**config.mk**
```make
export PLATFORM = sky130hd
export DESIGN_NAME = dcache_array
export DESIGN_NICKNAME = d
export VERILOG_FILES = /design/src/dcache_array.sv
export VERILOG_INCLUDE_DIRS = /design/src
export SDC_FILE = /design/constraint.sdc
export NUM_CORES = 1
export LEC_CHECK = 0
export BUFFER_PORTS_ARGS = -buffer_cell sky130_fd_sc_hd__clkbuf_2
export CAP_MARGIN = 20
export CORE_AREA = 2 2 232 234
export CTS_CLUSTER_SIZE = 30
export DETAILED_ROUTE_END_ITERATION = 12
export DIE_AREA = 0 0 234 236
export HOLD_SLACK_MARGIN = 0.08
export MAX_ROUTING_LAYER = met4
export PLACE_DENSITY_LB_ADDON = 0.05
export SLEW_MARGIN = 30
export SYNTH_ARGS = -nofsm -noshare
export SYNTH_HDL_FRONTEND = slang
export SYNTH_SLANG_ARGS = --single-unit
```
**constraint.sdc**
```tcl
create_clock -name clk -period 2.28 [get_ports clk]
set_input_delay 0.342 -clock clk [delete_from_list [all_inputs] [get_ports clk]]
set_output_delay 0.342 -clock clk [all_outputs]
set_load 0.01 [all_outputs]
```
**src/mips_params.svh**
```systemverilog
`ifndef MIPS_PARAMS_SVH
`define MIPS_PARAMS_SVH

// Width of a data word and of the load and store path.
`define DATA_W 32

// Direct-mapped cache with one word per line.
`define CACHE_LINES 16

// Backing memory size in words.
`define MEM_WORDS 256

// Cycles between an accepted request and the memory response. Must be at least two.
`define MEM_LATENCY 4

`endif

```
**src/dcache_array.sv**
```systemverilog
`timescale 1ns/1ps
`include "mips_params.svh"

module dcache_array (
    input  logic                          clk,
    input  logic                          rst_n,
    input  logic [$clog2(`MEM_WORDS)+1:0] addr,
    output logic                          hit,
    output logic                          dirty,
    output logic [`DATA_W-1:0]            rdata,
    output logic [$clog2(`MEM_WORDS)+1:0] victim_addr,
    output logic [`DATA_W-1:0]            victim_data,
    input  logic                          wr_en,
    input  logic [`DATA_W-1:0]            wr_data,
    input  logic                          set_dirty
);
    localparam int ADDR_W = $clog2(`MEM_WORDS) + 2;
    localparam int IDX_W  = $clog2(`CACHE_LINES);
    localparam int TAG_W  = ADDR_W - IDX_W - 2;

    logic [TAG_W-1:0]       tag_mem  [`CACHE_LINES];
    logic [`DATA_W-1:0]     data_mem [`CACHE_LINES];
    logic [`CACHE_LINES-1:0] valid_q;
    logic [`CACHE_LINES-1:0] dirty_q;
    logic [IDX_W-1:0]       idx;
    logic [TAG_W-1:0]       tag;

    // Bits 1:0 select a byte and play no part, since every access is a whole word.
    assign idx = addr[IDX_W+1:2];
    assign tag = addr[ADDR_W-1:IDX_W+2];

    assign hit         = valid_q[idx] && (tag_mem[idx] == tag);
    assign dirty       = valid_q[idx] && dirty_q[idx];
    assign rdata       = data_mem[idx];
    assign victim_data = data_mem[idx];
    assign victim_addr = {tag_mem[idx], idx, 2'b00};

    always_ff @(posedge clk or negedge rst_n) begin
        if (!rst_n) begin
            valid_q <= '0;
            dirty_q <= '0;
        end else if (wr_en) begin
            valid_q[idx] <= 1'b1;
            dirty_q[idx] <= set_dirty;
        end
    end

    always_ff @(posedge clk) begin
        if (wr_en) begin
            tag_mem[idx]  <= tag;
            data_mem[idx] <= wr_data;
        end
    end

endmodule

```
==> flow_summary.yaml <==
outcome:
  status: "finished, violations left"
  violations: "negative setup slack"
clock_network:
  htreeDepth: 2
  cts_tree: "done"
  numCtsBuffers: 61
  cts_num_sinks: 608
  insertion_delay_ns: 0.62
  cts.clk_slew.worst_paths_ns: 0.06
  cts_buffer_depth: 3
  cts_root_buf: "clkbuf_16"
final_layout:
  layout_common_cells: "edfxtp_1 (576), mux4_2 (186), clkbuf_2 (100)"
  nNetsFinal: 1221
  nFillCells: 4070
  mostFrequentLayoutCell: "edfxtp_1"
  multiInputGateArea_um2: 5060
  layout.area.seq_um2: 18100
  syn2layout_area_growth_pct: 19.4
  post-route-cell-area_um2: 28000
  fin_util_pct: 52.8
  layout.cells.non_filler: 1922
  drive_gt1_share_pct: 45.1
power_and_ir_drop:
  power_frac_comb_pct: 7.4
  power_mw: 23.9
  p_int_mw: 18.8
  peakVddDrop_uv: 672
  p_sw_mw: 5.03
  p_leak_nw: 9.25
  p_per_area_nw_per_um2: 851
  p_clk_share_pct: 39.6
  switching_share_pct: 21.1
  seqPwrFrac_pct: 53.0
die:
  initial_core_util_pct: 44.3
  row_count: 85
  die_h_um: 236
  core_area_um2: 53100
  ioPinCount: 122
  die-area_um2: 55200
  die-width_um: 234
synthesis:
  synth_edf_count: 576
  syn_area_per_cell_um2: 24.3
  synth-main-ff-cell: "edfxtp_1"
  yosysSeqAreaShare_pct: 77.0
  syn-cell-area_um2: 23500
  async_flop_share_pct: 5.26
  synth_cell_type_count: 27
  netlist_instances: 965
  ys_ff_latch: 608
  yosysWarningCount: 0
sta:
  worst_clock_skew_ns: 0
  drv_slew: 0
  whs_ns: 0.120
  relSlewSlack_pct: 47.4
  tightest_slew_ns: 0.790
  hold_viol_final: 0
  post-route-min-period_ns: 2.87
  min_period_over_period_pct: 126
  fin_ws_ns: -0.594
  max_freq_ghz: 0.348
  setup_viol_count_final: 70
  rsz0062_at_grt: "true"
global_route:
  grt_usage_pct: 19.8
  grt_use_met1_pct: 27.3
  globalRouteOverflowTotal: 0
  grt_use_met2_pct: 31.6
  top_usage_layer: "met2"
  grt_pass1_vias: 11239
  grt_max_degree: 33
  grt_pass1_wl_mm: 75.9
  antenna_found_initial: 1
  met3_usage_pct: 3.29
place:
  port_buffers: 117
  post_dp_cell_area_um2: 26000
  dpl.hpwl_mm: 30.5
  gp_congestion: 0.720
  dp_cells: 1807
setup_path:
  endpoint_kind: "primary output"
  cp_top_family: "simple AND/OR/NAND/NOR gates"
  cp.required_ns: 1.94
  cp_num_buf_inv: 1
  crit_chain: "mux4_2 -> or4b_4 -> nand4_1 -> o21ai_1 -> nor4_2 -> buf_2"
  cp_slowest_stage_delay_ns: 0.49
  arrival_ns: 2.53
  critical-path-slowest-cell: "or4b_4"
  crit_fanout: 2
  crit_type: "reg2out"
  startpoint_type: "flop"
routing:
  first_iter_violations: 896
  wl_per_cell_um: 26.7
  ant_nets: 0
  totalWireLength_mm: 51.4
  drc: 0
  vias: 10576
  firstDrtPassIters: 4
  drt-vias-per-instance: 5.50
job:
  maxCapViolations: 0
hold_path:
  hold_class: "in2reg"
-- registers in the layout, summed over array words and instances (netlist names) --
register / count
data_mem: 512
dirty_q: 16
tag_mem: 64
valid_q: 16
-- synth_stat cells (3+ instances only) --
cell type	instances	share of area (%)
buf_1	11	0.18
buf_2	15	0.32
buf_4	39	1.2
buf_6	11	0.53
clkbuf_1	9	0.14
dfrtp_1	32	3.4
edfxtp_1	576	74
mux2_1	3	0.14
mux2_2	14	0.67
mux2i_1	12	0.51
mux4_2	186	18
nand2_1	5	0.080
nand2b_1	3	0.080
nor2_1	7	0.11
nor3_1	8	0.17
nor4_1	3	0.080
or2_2	16	0.43
xor2_1	3	0.11
-- metal layers --
metal / vias to the layer above / wire (um)
li1: 4525 / -
met1: 5780 / 22800
met2: 210 / 25900
met3: 61 / 1940
met4: 0 / 765
met5: - / 0
-- power groups by stage --
stage,clock [mW],combinational (mW),sequential [mW]
6_report,9.45,1.76,12.7
3_3_place_gp,0,1.74,12.9
5_1_grt,10.2,1.90,12.7
3_5_place_dp,0,1.75,12.9
4_1_cts,9.68,1.77,12.7
2_1_floorplan,0,1.11,12.9
-- logic make-up (layout without fill, tap and decap cells) --
kind of cell | count (synthesis) | count (layout) | share of synthesized area [%]
flip-flops | 608 | 608 | 77.0
multiplexers | 215 | 215 | 19.2
buffers and inverters | 85 | 344 | 2.41
AND/OR/NAND/NOR | 52 | 52 | 1.23
XOR/XNOR | 3 | 3 | 0.112
other | 1 | 3 | 0.0160
AO/OA/AOI/OAI | 1 | 1 | 0.0213
-- final cells by class --
| class | instances | share of cell area (%) |
|---|---|---|
| clock buffers | 80 | 5.88 |
| well taps | 696 | 3.11 |
| flip-flops and latches | 608 | 64.5 |
| repair buffers | 231 | 7.57 |
| diodes | 1 | 0.00892 |
| multi-input cells | 273 | 18.1 |
| clock inverters | 33 | 0.848 |
-- repair_timing --
action	in CTS	in global routing
hold endpoints to repair	36	0
endpoints found under the setup margin	70	70
gates resized for setup	4	26
setup buffers	3	2
hold buffers	2	0
-- worst paths after layout --
check | end | slack, ns | start | depth (start not counted)
min in group asynchronous | valid_q[0] | 0.34 | rst_n | 2
setup reg to reg | valid_q[1] | 1.49 | valid_q[1] | 1
setup / recovery | hit | -0.59 | tag_mem[10][1] | 6
hold / removal | data_mem[15][21] | 0.12 | wr_data[21] | 1
hold reg to reg | valid_q[14] | 0.46 | valid_q[14] | 1
max in group asynchronous | valid_q[1] | 1.44 | rst_n | 2
-- per-stage QoR --
| step | worst slack, ns | TNS [ns] |
|---|---|---|
| finish | -0.594 | -13.28 |
| global route | -0.667 | -18.56 |
| CTS | -0.627 | -16.76 |
| detailed placement | -0.368 | -11.54 |
| global placement | -0.316 | -10.88 |
| floorplan | -0.399 | -40.17 |
Note: power is estimated with default switching activity, not from simulation.
