**src/mips_params.svh**
```systemverilog
`ifndef MIPS_PARAMS_SVH
`define MIPS_PARAMS_SVH

// Width of a data word and of the load and store path.
`define DATA_W 32

// Direct-mapped cache with one word per line.
`define CACHE_LINES 16

// Backing memory size in words.
`define MEM_WORDS 256

// Cycles between an accepted request and the memory response. Must be at least two.
`define MEM_LATENCY 4

`endif

```
**src/mips_isa_pkg.sv**
```systemverilog
package mips_isa_pkg;

    `include "mips_params.svh"

    typedef enum logic [5:0] {
        OP_RTYPE = 6'b000000, OP_BGEZ  = 6'b000001, OP_J    = 6'b000010,
        OP_JAL   = 6'b000011, OP_BEQ   = 6'b000100, OP_BNE  = 6'b000101,
        OP_BLEZ  = 6'b000110, OP_BGTZ  = 6'b000111, OP_ADDI = 6'b001000,
        OP_ADDIU = 6'b001001, OP_SLTI  = 6'b001010, OP_ANDI = 6'b001100,
        OP_ORI   = 6'b001101, OP_XORI  = 6'b001110, OP_LUI  = 6'b001111,
        OP_LW    = 6'b100011, OP_SW    = 6'b101011
    } opcode_e;

    typedef enum logic [5:0] {
        FN_SLL  = 6'b000000, FN_SRL     = 6'b000010, FN_SRA  = 6'b000011,
        FN_SLLV = 6'b000100, FN_SRLV    = 6'b000110, FN_JR   = 6'b001000,
        FN_SYSCALL = 6'b001100, FN_MULT = 6'b011000, FN_DIV  = 6'b011010,
        FN_ADD  = 6'b100000, FN_ADDU    = 6'b100001, FN_SUB  = 6'b100010,
        FN_SUBU = 6'b100011, FN_AND     = 6'b100100, FN_OR   = 6'b100101,
        FN_XOR  = 6'b100110, FN_NOR     = 6'b100111, FN_SLT  = 6'b101010
    } func_e;

    // Branch compares are carried out by the ALU, so they get their own codes.
    typedef enum logic [4:0] {
        ALU_XOR  = 5'd0,  ALU_SLL  = 5'd1,  ALU_SRL  = 5'd2,  ALU_SRA  = 5'd3,
        ALU_ADD  = 5'd4,  ALU_SUB  = 5'd5,  ALU_MULT = 5'd6,  ALU_DIV  = 5'd7,
        ALU_OR   = 5'd8,  ALU_NOR  = 5'd9,  ALU_AND  = 5'd10, ALU_SLT  = 5'd11,
        ALU_JR   = 5'd12, ALU_BEQ  = 5'd13, ALU_BNE  = 5'd14, ALU_BLEZ = 5'd15,
        ALU_BGTZ = 5'd16, ALU_BGEZ = 5'd17, ALU_LUI  = 5'd18, ALU_SLLV = 5'd25,
        ALU_SRLV = 5'd26
    } alu_op_e;

    typedef enum logic [1:0] {DEST_RT = 2'd0, DEST_RD = 2'd1, DEST_RA = 2'd2} dest_sel_e;

    typedef enum logic [1:0] {SRC_ALU = 2'd0, SRC_MEM = 2'd1, SRC_PC = 2'd2} reg_src_e;

    typedef struct packed {
        opcode_e             opcode;
        func_e               func;
        logic [`DATA_W-1:0]  addr;
        logic [`DATA_W-1:0]  wdata;
    } instr_t;

    typedef struct packed {
        dest_sel_e dest_sel;
        logic      jump;
        logic      branch;
        logic      jump_register;
        logic      mem_read;
        logic      mem_write;
        reg_src_e  reg_src;
        alu_op_e   alu_op;
        logic      alu_src;
        logic      reg_write;
        logic      is_unsigned;
    } ctrl_t;

endpackage

```
**src/mips_mem_pkg.sv**
```systemverilog
package mips_mem_pkg;

    `include "mips_params.svh"

    typedef struct packed {
        logic [31:0] addr;
        logic [2:0]  prot;
    } axil_addr_t;

    typedef struct packed {
        logic [`DATA_W-1:0]   data;
        logic [`DATA_W/8-1:0] strb;
    } axil_wdata_t;

    typedef enum logic [1:0] {
        OKAY   = 2'b00,
        EXOKAY = 2'b01,
        SLVERR = 2'b10,
        DECERR = 2'b11
    } axil_resp_e;

    // Write-back states come first since a dirty miss must empty the line before refill.
    typedef enum logic [2:0] {
        IDLE,
        WB_REQ,
        WB_RESP,
        FILL_REQ,
        FILL_RESP
    } miss_state_e;

endpackage

```
**src/dcache_ctrl.sv**
```systemverilog
`timescale 1ns/1ps
`include "mips_params.svh"

module dcache_ctrl (
    input  logic                             clk,
    input  logic                             rst_n,
    input  logic                             instr_valid,
    input  mips_isa_pkg::ctrl_t              ctrl,
    input  logic [`DATA_W-1:0]               addr,
    input  logic [`DATA_W-1:0]               store_data,
    input  logic                             hit,
    input  logic                             dirty,
    input  logic [$clog2(`MEM_WORDS)+1:0]    victim_addr,
    input  logic [`DATA_W-1:0]               victim_data,
    output logic                             wr_en,
    output logic [`DATA_W-1:0]               wr_data,
    output logic                             set_dirty,
    output logic                             awvalid,
    input  logic                             awready,
    output mips_mem_pkg::axil_addr_t         awaddr,
    output logic                             wvalid,
    input  logic                             wready,
    output mips_mem_pkg::axil_wdata_t        wdata,
    input  logic                             bvalid,
    output logic                             bready,
    input  mips_mem_pkg::axil_resp_e         bresp,
    output logic                             arvalid,
    input  logic                             arready,
    output mips_mem_pkg::axil_addr_t         araddr,
    input  logic                             rvalid,
    output logic                             rready,
    input  logic [`DATA_W-1:0]               rdata,
    input  mips_mem_pkg::axil_resp_e         rresp,
    output logic [`DATA_W-1:0]               fill_data,
    output logic                             advance
);
    import mips_mem_pkg::*;

    localparam int ADDR_W = $clog2(`MEM_WORDS) + 2;

    miss_state_e state;
    miss_state_e state_nxt;
    logic        mem_op;
    logic        aw_done;
    logic        w_done;
    logic        aw_hs;
    logic        w_hs;

    assign mem_op = ctrl.mem_read || ctrl.mem_write;
    assign aw_hs  = awvalid && awready;
    assign w_hs   = wvalid && wready;

    // Address and data may be accepted in different cycles, so each keeps its own flag.
    assign awvalid = (state == WB_REQ) && !aw_done;
    assign wvalid  = (state == WB_REQ) && !w_done;
    assign awaddr  = '{addr: {{(32 - ADDR_W){1'b0}}, victim_addr}, prot: 3'b000};
    assign wdata   = '{data: victim_data, strb: '1};
    assign arvalid = (state == FILL_REQ);
    assign araddr  = '{addr: {addr[`DATA_W-1:2], 2'b00}, prot: 3'b000};
    assign bready  = 1'b1;
    assign rready  = 1'b1;

    always_comb begin
        state_nxt = state;
        wr_en     = 1'b0;
        wr_data   = store_data;
        set_dirty = 1'b1;
        advance   = 1'b0;
        case (state)
            IDLE: begin
                if (instr_valid && (!mem_op || hit)) begin
                    advance = 1'b1;
                    wr_en   = ctrl.mem_write;
                end else if (instr_valid) begin
                    state_nxt = dirty ? WB_REQ : FILL_REQ;
                end
            end
            WB_REQ: begin
                if ((aw_done || aw_hs) && (w_done || w_hs)) begin
                    state_nxt = WB_RESP;
                end
            end
            // The memory never errs, so bresp and rresp do not change the sequence.
            WB_RESP: if (bvalid) state_nxt = FILL_REQ;
            FILL_REQ: if (arvalid && arready) state_nxt = FILL_RESP;
            FILL_RESP: begin
                if (rvalid) begin
                    wr_en     = 1'b1;
                    wr_data   = ctrl.mem_write ? store_data : rdata;
                    set_dirty = ctrl.mem_write;
                    state_nxt = IDLE;
                end
            end
            default: state_nxt = IDLE;
        endcase
    end

    // Back in IDLE the refilled line hits, which gives advance one cycle after the response.
    always_ff @(posedge clk or negedge rst_n) begin
        if (!rst_n) begin
            state   <= IDLE;
            aw_done <= 1'b0;
            w_done  <= 1'b0;
        end else begin
            state <= state_nxt;
            if (state_nxt != WB_REQ) begin
                aw_done <= 1'b0;
                w_done  <= 1'b0;
            end else begin
                aw_done <= aw_done || aw_hs;
                w_done  <= w_done || w_hs;
            end
        end
    end

    always_ff @(posedge clk) begin
        if (rvalid && rready) begin
            fill_data <= rdata;
        end
    end

endmodule

```
**config.mk**
```make
export PLATFORM = sky130hd
export DESIGN_NAME = dcache_ctrl
export DESIGN_NICKNAME = d
export VERILOG_FILES = /design/src/mips_isa_pkg.sv /design/src/mips_mem_pkg.sv /design/src/dcache_ctrl.sv
export VERILOG_INCLUDE_DIRS = /design/src
export SDC_FILE = /design/constraint.sdc
export NUM_CORES = 1
export LEC_CHECK = 0
export CAP_MARGIN = 10
export CORE_AREA = 5 5 132 134
export DETAILED_ROUTE_END_ITERATION = 10
export DIE_AREA = 0 0 137 139
export DONT_BUFFER_PORTS = 1
export PLACE_DENSITY = 0.31
export SETUP_SLACK_MARGIN = 0.1
export SYNTH_ARGS = -nofsm -noshare
export SYNTH_HDL_FRONTEND = slang
export SYNTH_SLANG_ARGS = --single-unit
```
**constraint.sdc**
```tcl
create_clock -name clk -period 4 [get_ports clk]
set_clock_uncertainty 0.2 [all_clocks]
set_input_delay 0.8 -clock clk [delete_from_list [all_inputs] [get_ports clk]]
set_output_delay 0.8 -clock clk [all_outputs]
set_load 0.02 [all_outputs]
```
==> impl_metrics.json <==
{
  "outcome": "complete, no violations",
  "wirelength_microns": 6560,
  "hold_viol": 0,
  "synth_area_sq_um": 2490,
  "cp_top_family": "simple AND/OR/NAND/NOR gates",
  "gp_congestion": 0.692,
  "cts_max_level": 2,
  "crit_path_end_kind": "primary output",
  "yosys.area_share.adder": 0,
  "crit_chain": "or2_2, nor3_4, buf_12, mux2_1",
  "hp-class": "reg2reg",
  "fin_crit_sh": 0.779,
  "ios": 347,
  "powerDensity_nw_per_um2": 541,
  "rows": 47,
  "clk_latency_ps": 290,
  "synth_top_family_by_area": "buffers and inverters",
  "cts_buffer_depth": 2,
  "cp_data_required_time_ps": 3000,
  "port_buffers": 0,
  "path_max_fanout": 31,
  "drt_iter0_drc": 26,
  "postRouteAntennaNets": 0,
  "cts_num_sinks": 37,
  "final_cell_mix": "conb_1 (36), edfxtp_1 (32), mux2_2 (30)",
  "post_drt_wl_per_cell_microns": 17.7,
  "vdd_drop_max_uv": 136,
  "fin_util": 0.141,
  "die_area_sq_um": 19000,
  "setup_viol": 0,
  "hpwl_microns": 5430,
  "drv_slew": 0,
  "postPlaceCellArea_sq_um": 2100,
  "post-cts-setup-buffers": 0,
  "drc": 0,
  "cap_violations": 0,
  "crit_arrival_ps": 2110,
  "numCtsBuffers": 5,
  "muxShareOfSynthArea": 0.145,
  "grt_setup_unrepaired": "no",
  "cp_slowest_cell": "dfrtp_1",
  "grt_pass1_wl_microns": 7910,
  "synth_top_area_share": 0.386,
  "track_usage": 0.0606,
  "final_common_cell": "conb_1",
  "avgViaCountPerCell": 3.13,
  "final_cell_area_sq_um": 2270,
  "cts_root_buffer": "clkbuf_16",
  "max_freq_mhz": 321,
  "ys_warn_count": 0,
  "cts_tree": "yes",
  "drive_gt1_frac": 0.302,
  "synth-simple-area-share": 0.0617,
  "holdWs_ps": 394,
  "start_util": 0.154,
  "synth_xor_area_frac": 0,
  "core_area_sq_um": 16200,
  "fin_cells": 370,
  "die_y_microns": 139,
  "holdPathStages": 1,
  "synth_seq_cells": 37,
  "start_kind": "flop",
  "antenna_found_initial": 1,
  "ff2ff_path_depth": 4,
  "finalSetupTns_ps": 0,
  "nets": 317,
  "ys_types": 26,
  "synth_cells": 216,
  "layout_min_cycle_time_ps": 3110,
  "first_pass_iters": 4,
  "yosysTopAreaCell": "edfxtp_1",
  "worst-path-stages": 4,
  "grt_pass1_vias": 1092,
  "nFillCells": 1801,
  "path_class": "reg2out",
  "syn_area_per_cell_sq_um": 11.5,
  "overflow": 0,
  "synth_compound_area_frac": 0.0206,
  "dieWidth_microns": 137,
  "dp_cells": 360,
  "cpPeakStageDelay_ps": 440,
  "grt_max_degree": 35,
  "vias": 1158,
  "syn_to_final_growth_pct": -8.73,
  "seq_area_frac_synth": 0.436,
  "path_clk_slew_ps": 60,
  "path_buf_inv": 1,
  "ys_top_cells_by_area": "edfxtp_1 (39%), buf_4 (33%), mux2_2 (14%), dfrtp_1 (5.0%), a21oi_1 (1.0%)",
  "r2r_slack_ps": 1980,
  "p_leak_nw": 0.780
}
registers in the layout (all words and copies together), names as in the netlist:
| register | flops |
|---|---|
| state | 3 |
| aw_done | 1 |
| w_done | 1 |
| fill_data | 32 |
worst reg2reg max path, cell delays in order (launching register included):
cell	delay (ps)
dfrtp_1	440
or4b_4	550
or3_4	400
and3_4	170
nor3_1	190
final timing paths:
| kind | from | end |
|---|---|---|
| setup / recovery | state[0]$_DFF_PN0_ | wr_data[7] |
| hold / removal | state[2]$_DFF_PN0_ | state[2]$_DFF_PN0_ |
| setup reg to reg | state[0]$_DFF_PN0_ | w_done$_DFF_PN0_ |
| hold reg to reg | state[2]$_DFF_PN0_ | state[2]$_DFF_PN0_ |
| max in group asynchronous | rst_n | state[2]$_DFF_PN0_ |
| min in group asynchronous | rst_n | w_done$_DFF_PN0_ |
timing repair:
item,CTS,global route
hold endpoints to repair,5,0
hold buffers,1,0
gates resized for setup,0,0
metrics by stage:
step | setup WS [ps] | power [mW]
after floorplan | 1020 | 0.871
after global placement | 931 | 0.785
after detailed placement | 948 | 0.783
after CTS | 784 | 1.27
after global routing | 730 | 1.29
final | 886 | 1.23
synth_stat cells:
cell type	number
dfrtp_1	5
and2_1	1
or3b_2	1
mux2_1	2
and3_4	1
nor3_2	1
nor2_1	5
edfxtp_1	32
inv_1	2
or3b_1	1
or2_2	1
o21ai_0	1
buf_4	108
and2b_1	1
nor3b_1	1
nor2b_1	3
conb_1	2
or3_4	1
nand2_1	4
o22ai_1	1
o221ai_2	1
a21oi_1	5
nor3_1	2
or4b_4	1
buf_2	3
mux2_2	30
per-layer routing:
metal / vias up / global-route usage / wire length [microns]
met5: - / 0 / 0
met4: 0 / 0.0530 / 453
met3: 40 / 0.0435 / 1250
met2: 169 / 0.0971 / 2920
met1: 498 / 0.0478 / 1940
li1: 451 / - / -
final cells by class:
type	instances	area (sq um)	share of cell area
well taps	220	275	0.121
diodes	1	2.50	0.00110
inverters	2	7.51	0.00330
multi-input cells	100	707	0.311
flip-flops and latches	37	1090	0.477
clock inverters	3	41.3	0.0182
clock buffers	5	125	0.0550
repair buffers	2	30.0	0.0132
logic make-up after synthesis:
family	Yosys count
buffers and inverters	113
DFF	37
muxes	32
and+or+nand+nor	24
AOI/OAI and AO/OA	8
other	2
report_power, final:
part           switching (mW)  internal (mW)
sequential             0.0648          0.468
clock                   0.165          0.292
combinational           0.161         0.0800
Note: power is estimated with default switching activity, not from simulation.
