**src/mips_params.svh**
```systemverilog
`ifndef MIPS_PARAMS_SVH
`define MIPS_PARAMS_SVH

// Width of a data word and of the load and store path.
`define DATA_W 32

// Direct-mapped cache with one word per line.
`define CACHE_LINES 16

// Backing memory size in words.
`define MEM_WORDS 256

// Cycles between an accepted request and the memory response. Must be at least two.
`define MEM_LATENCY 4

`endif

```
**src/mips_isa_pkg.sv**
```systemverilog
package mips_isa_pkg;

    `include "mips_params.svh"

    typedef enum logic [5:0] {
        OP_RTYPE = 6'b000000, OP_BGEZ  = 6'b000001, OP_J    = 6'b000010,
        OP_JAL   = 6'b000011, OP_BEQ   = 6'b000100, OP_BNE  = 6'b000101,
        OP_BLEZ  = 6'b000110, OP_BGTZ  = 6'b000111, OP_ADDI = 6'b001000,
        OP_ADDIU = 6'b001001, OP_SLTI  = 6'b001010, OP_ANDI = 6'b001100,
        OP_ORI   = 6'b001101, OP_XORI  = 6'b001110, OP_LUI  = 6'b001111,
        OP_LW    = 6'b100011, OP_SW    = 6'b101011
    } opcode_e;

    typedef enum logic [5:0] {
        FN_SLL  = 6'b000000, FN_SRL     = 6'b000010, FN_SRA  = 6'b000011,
        FN_SLLV = 6'b000100, FN_SRLV    = 6'b000110, FN_JR   = 6'b001000,
        FN_SYSCALL = 6'b001100, FN_MULT = 6'b011000, FN_DIV  = 6'b011010,
        FN_ADD  = 6'b100000, FN_ADDU    = 6'b100001, FN_SUB  = 6'b100010,
        FN_SUBU = 6'b100011, FN_AND     = 6'b100100, FN_OR   = 6'b100101,
        FN_XOR  = 6'b100110, FN_NOR     = 6'b100111, FN_SLT  = 6'b101010
    } func_e;

    // Branch compares are carried out by the ALU, so they get their own codes.
    typedef enum logic [4:0] {
        ALU_XOR  = 5'd0,  ALU_SLL  = 5'd1,  ALU_SRL  = 5'd2,  ALU_SRA  = 5'd3,
        ALU_ADD  = 5'd4,  ALU_SUB  = 5'd5,  ALU_MULT = 5'd6,  ALU_DIV  = 5'd7,
        ALU_OR   = 5'd8,  ALU_NOR  = 5'd9,  ALU_AND  = 5'd10, ALU_SLT  = 5'd11,
        ALU_JR   = 5'd12, ALU_BEQ  = 5'd13, ALU_BNE  = 5'd14, ALU_BLEZ = 5'd15,
        ALU_BGTZ = 5'd16, ALU_BGEZ = 5'd17, ALU_LUI  = 5'd18, ALU_SLLV = 5'd25,
        ALU_SRLV = 5'd26
    } alu_op_e;

    typedef enum logic [1:0] {DEST_RT = 2'd0, DEST_RD = 2'd1, DEST_RA = 2'd2} dest_sel_e;

    typedef enum logic [1:0] {SRC_ALU = 2'd0, SRC_MEM = 2'd1, SRC_PC = 2'd2} reg_src_e;

    typedef struct packed {
        opcode_e             opcode;
        func_e               func;
        logic [`DATA_W-1:0]  addr;
        logic [`DATA_W-1:0]  wdata;
    } instr_t;

    typedef struct packed {
        dest_sel_e dest_sel;
        logic      jump;
        logic      branch;
        logic      jump_register;
        logic      mem_read;
        logic      mem_write;
        reg_src_e  reg_src;
        alu_op_e   alu_op;
        logic      alu_src;
        logic      reg_write;
        logic      is_unsigned;
    } ctrl_t;

endpackage

```
**src/instr_decoder.sv**
```systemverilog
`timescale 1ns/1ps
`include "mips_params.svh"

module instr_decoder (
    input  mips_isa_pkg::instr_t instr,
    output mips_isa_pkg::ctrl_t  ctrl
);
    import mips_isa_pkg::*;

    logic is_alu_imm;
    logic is_branch;

    assign is_alu_imm = instr.opcode inside {OP_ADDI, OP_ADDIU, OP_ANDI, OP_XORI,
                                             OP_ORI, OP_SLTI, OP_LUI};
    assign is_branch  = instr.opcode inside {OP_BEQ, OP_BNE, OP_BLEZ, OP_BGTZ, OP_BGEZ};

    always_comb begin
        ctrl        = '0;
        ctrl.alu_op = ALU_ADD;

        case (instr.opcode)
            OP_RTYPE: begin
                case (instr.func)
                    FN_XOR:  ctrl.alu_op = ALU_XOR;
                    FN_SLL:  ctrl.alu_op = ALU_SLL;
                    FN_SLLV: ctrl.alu_op = ALU_SLLV;
                    FN_SRL:  ctrl.alu_op = ALU_SRL;
                    FN_SRLV: ctrl.alu_op = ALU_SRLV;
                    FN_SRA:  ctrl.alu_op = ALU_SRA;
                    FN_SUB, FN_SUBU: ctrl.alu_op = ALU_SUB;
                    FN_MULT: ctrl.alu_op = ALU_MULT;
                    FN_DIV:  ctrl.alu_op = ALU_DIV;
                    FN_OR:   ctrl.alu_op = ALU_OR;
                    FN_NOR:  ctrl.alu_op = ALU_NOR;
                    FN_AND:  ctrl.alu_op = ALU_AND;
                    FN_SLT:  ctrl.alu_op = ALU_SLT;
                    FN_JR: begin
                        ctrl.alu_op        = ALU_JR;
                        ctrl.jump_register = 1'b1;
                    end
                    FN_ADD, FN_ADDU, FN_SYSCALL: ctrl.alu_op = ALU_ADD;
                    default: ctrl.alu_op = ALU_ADD;
                endcase
            end
            OP_ANDI: ctrl.alu_op = ALU_AND;
            OP_XORI: ctrl.alu_op = ALU_XOR;
            OP_ORI:  ctrl.alu_op = ALU_OR;
            OP_SLTI: ctrl.alu_op = ALU_SLT;
            OP_LUI:  ctrl.alu_op = ALU_LUI;
            OP_BEQ:  ctrl.alu_op = ALU_BEQ;
            OP_BNE:  ctrl.alu_op = ALU_BNE;
            OP_BLEZ: ctrl.alu_op = ALU_BLEZ;
            OP_BGTZ: ctrl.alu_op = ALU_BGTZ;
            OP_BGEZ: ctrl.alu_op = ALU_BGEZ;
            // ADDI, ADDIU, loads, stores and jumps all use the adder.
            default: ctrl.alu_op = ALU_ADD;
        endcase

        ctrl.dest_sel    = (instr.opcode == OP_RTYPE) ? DEST_RD :
                           (instr.opcode == OP_JAL)   ? DEST_RA : DEST_RT;
        ctrl.reg_src     = (instr.opcode == OP_LW)  ? SRC_MEM :
                           (instr.opcode == OP_JAL) ? SRC_PC  : SRC_ALU;
        ctrl.jump        = instr.opcode inside {OP_J, OP_JAL};
        ctrl.branch      = is_branch;
        ctrl.mem_read    = (instr.opcode == OP_LW);
        ctrl.mem_write   = (instr.opcode == OP_SW);
        ctrl.alu_src     = is_alu_imm || is_branch || instr.opcode inside {OP_LW, OP_SW};
        ctrl.is_unsigned = instr.opcode inside {OP_ADDIU, OP_ANDI, OP_XORI, OP_ORI, OP_LUI};
        // The register file qualifies this with advance, so a load miss writes only once.
        ctrl.reg_write   = is_alu_imm || instr.opcode inside {OP_RTYPE, OP_LW, OP_JAL};
    end

endmodule

```
**config.mk**
```make
export PLATFORM = sky130hd
export DESIGN_NAME = instr_decoder
export DESIGN_NICKNAME = d
export VERILOG_FILES = /design/src/mips_isa_pkg.sv /design/src/instr_decoder.sv
export VERILOG_INCLUDE_DIRS = /design/src
export SDC_FILE = /design/constraint.sdc
export NUM_CORES = 1
export LEC_CHECK = 0
export BUFFER_PORTS_ARGS = -buffer_cell sky130_fd_sc_hd__clkbuf_2
export CORE_MARGIN = 4
export CORE_UTILIZATION = 32
export DETAILED_ROUTE_END_ITERATION = 7
export PLACE_DENSITY = 0.82
export REMOVE_ABC_BUFFERS = 1
export SYNTH_ARGS = -nofsm -noshare
export SYNTH_HDL_FRONTEND = slang
export SYNTH_SLANG_ARGS = --single-unit
```
**constraint.sdc**
```tcl
create_clock -name vclk -period 2.1
set_clock_uncertainty 0.15 [all_clocks]
set_input_delay 0.42 -clock vclk [all_inputs]
set_output_delay 0.42 -clock vclk [all_outputs]
set_load 0.05 [all_outputs]
```
==> summary.txt <==
Timing
  • Hold Violations, Final: 0
  • Fmax: 427 MHz
  • Worst setup slack after layout: -0.240 ns
  • RSZ-0062 raised after global routing: true
  • Worst rel slew slack: 78.9%
  • Fin crit share: 111%
  • Final Slew Violations: 0
  • Transition time at the pin with the least slew margin: 0.312 ns
  • Final setup violation count: 6
  • Post-route minimum period: 2.34 ns

Detailed routing
  • Number of vias in the routed layout: 920
  • Drt pass-1 iters: 4
  • Final antenna-violating net count: 0
  • DR DRC count: 0
  • Ratio of routed vias to standard cells: 5.68
  • Drt wl/cell: 14.4 um
  • 1st-iter DRT viols: 10
  • Total wire length after detailed routing: 2340 um

Layout
  • Area growth from synthesis to layout: 77.9%
  • Layout cell share with drive strength beyond 1: 51.8%
  • FF+latch count: 0
  • Area occupied by multi-input gates: 668 um^2
  • Fill count: 160
  • Number of nets in the finished design: 215
  • Number of clock buffers in the layout: 0
  • Finished Layout Cells: 162
  • FF/Latch Area: 0 um^2
  • Design area: 1150 um^2
  • Number of inserted diodes: 0

Placement
  • DP Wirelength: 1620 um
  • Final weighted congestion of routability-driven global placement: 0.888
  • Placed Area: 941 um^2
  • Cell count after placement: 161
  • Port Buffer Count: 29

Yosys
  • Netlist Area Pre-Place: 646 um^2
  • Number of warning messages in the yosys log: 0
  • Syn_area_per_cell: 6.33 um^2
  • Gate count after technology mapping: 102
  • Post-synthesis sequential area ratio: 0%
  • Count of cell types in the netlist: 47

Power
  • Static Leak: 0.000473 uW
  • Sw Ratio: 55.4%
  • Combinational power share: 100.0%
  • Switching power of the nets: 123 uW
  • Power share of the sequential group: 0%
  • Cell internal power dissipation: 98.7 uW
  • Power density relative to cell area: 193 nW/um^2
  • Clock Power Share: 0%
  • IR drop worst, VDD: 112 uV

Outcome
  • Failing checks: negative setup slack
  • Run status: finished, violations left

Floorplan
  • Floorplan row count: 15
  • Width of the die: 52.9 um
  • Floorplan Core Area: 1820 um^2
  • Vert. Die Dim: 52.9 um
  • Starting density of the core: 35.5%
  • Number of top-level design ports: 93
  • Area enclosed by the die boundary: 2800 um^2

Global routing
  • Initial antenna violation count: 0
  • Global-route total usage across every layer: 17.1%
  • Total gr overflow: 0
  • Via count of the first global-routing pass: 847
  • Largest net degree at the start of global routing: 19
  • Wire length of the first global-routing pass: 3750 um

Critical path
  • Worst setup path startpoint: instr[73]
  • Startpoint type of the worst setup path: primary input
  • Arrival time at the worst endpoint: 1.77 ns
  • Worst-path maximum fanout: 3
  • CP required: 1.53 ns
  • Worst setup path class: in -> out
  • Worst Setup EP: ctrl[7]
  • CP Capture Type: output port

Job
  • Max-capacitance violation count: 0

Min path
  • Class of the most critical hold timing path: in -> out
## power by group through the flow
stage               sequential [uW]  clock, uW  combinational (uW)
floorplan                         0          0                93.6
global placement                  0          0                 180
detailed placement                0          0                 186
CTS                               0          0                 209
global route                      0          0                 237
finish                            0          0                 221
## cell type report
class              count  area share [%]
well taps             25            2.72
multi-input cells     85            58.2
repair buffers        50            38.5
inverters              2           0.654
## critical path: stages
cell	delay (ns)
sky130_fd_sc_hd__buf_6	0.09
sky130_fd_sc_hd__or3_4	0.41
sky130_fd_sc_hd__or4b_4	0.54
sky130_fd_sc_hd__a21oi_4	0.16
sky130_fd_sc_hd__buf_12	0.15
## cell usage after synthesis (2+ instances only)
library cell	instances	area (um^2)
sky130_fd_sc_hd__nor2_1	11	41.3
sky130_fd_sc_hd__nor2b_1	7	43.8
sky130_fd_sc_hd__a21oi_1	6	30.0
sky130_fd_sc_hd__clkbuf_1	6	22.5
sky130_fd_sc_hd__o21ai_0	5	25.0
sky130_fd_sc_hd__nand2b_1	4	25.0
sky130_fd_sc_hd__nor3_1	4	20.0
sky130_fd_sc_hd__nor4_1	4	25.0
sky130_fd_sc_hd__buf_2	3	15.0
sky130_fd_sc_hd__nand2_1	3	11.3
sky130_fd_sc_hd__o21bai_1	3	22.5
sky130_fd_sc_hd__a22oi_1	2	15.0
sky130_fd_sc_hd__and2_1	2	12.5
sky130_fd_sc_hd__and3b_1	2	17.5
sky130_fd_sc_hd__buf_1	2	7.51
sky130_fd_sc_hd__buf_4	2	15.0
sky130_fd_sc_hd__inv_1	2	7.51
sky130_fd_sc_hd__nand3b_1	2	15.0
sky130_fd_sc_hd__o22ai_1	2	12.5
sky130_fd_sc_hd__or4b_1	2	20.0
sky130_fd_sc_hd__xnor2_1	2	17.5
## routing by layer
metal	vias up	wire, um	share of wire (%)	GRT usage [%]
li1	449	-	-	-
met4	0	50	2.1	3.83
met2	38	1220	52	33.7
met1	429	913	39	19.3
met5	-	0	0	0
met3	4	155	6.6	1.69
## how the worst min path moves through the flow
stage,to,start,slack (ns),cells past startpoint
after floorplan,ctrl[15],instr[70],0.80,1
after global placement,ctrl[1],instr[74],1.05,3
after detailed placement,ctrl[1],instr[74],1.06,3
after CTS,ctrl[1],instr[74],1.06,3
after global routing,ctrl[1],instr[74],1.04,3
final,ctrl[1],instr[74],1.01,3
## kinds of logic (layout without fill, tap and decap cells)
| family | count (synthesis) | after routing | share of synthesized area, % |
|---|---|---|---|
| simple gates | 51 | 51 | 48.8 |
| compound gates | 32 | 32 | 35.5 |
| xor+xnor | 2 | 2 | 2.71 |
| buf+inv | 17 | 52 | 13.0 |
## what timing repair did
| item | 4_1_cts | 5_1_grt |
|---|---|---|
| setup buffers | 1 | 0 |
| hold buffers | 0 | 0 |
| pin swaps | 8 | 5 |
| gates resized for setup | 37 | 26 |
| endpoints found under the setup margin | 11 | 16 |
## cell usage in the layout, fill, tap and decap left out, types with 3 or more instances in the layout
master and instances:
sky130_fd_sc_hd__nand2b_1 4, sky130_fd_sc_hd__nor2_1 10, sky130_fd_sc_hd__clkbuf_2 9, sky130_fd_sc_hd__nand2_1 3, sky130_fd_sc_hd__buf_12 3, sky130_fd_sc_hd__nor3_1 4, sky130_fd_sc_hd__o21bai_1 3, sky130_fd_sc_hd__nor4_2 3
sky130_fd_sc_hd__a21oi_1 4, sky130_fd_sc_hd__clkbuf_8 4, sky130_fd_sc_hd__buf_4 25, sky130_fd_sc_hd__nor2b_1 6, sky130_fd_sc_hd__clkbuf_4 3, sky130_fd_sc_hd__buf_6 5, sky130_fd_sc_hd__o21ai_0 3
## stage by stage
stage / utilization [%] / hold slack (ns) / worst slack (ns) / setup TNS, ns / total power [uW]
2_1_floorplan: - / 0.798 / -1.86 / -11.34 / 93.6
3_3_place_gp: 51.7 / 1.05 / -0.330 / -1.60 / 180
3_5_place_dp: 51.7 / 1.06 / -0.349 / -1.94 / 186
4_1_cts: 59.7 / 1.06 / -0.239 / -1.03 / 209
5_1_grt: 63.1 / 1.04 / -0.283 / -1.57 / 237
6_report: 63.1 / 1.01 / -0.240 / -0.939 / 221
Power figures use the tool's default switching activity.
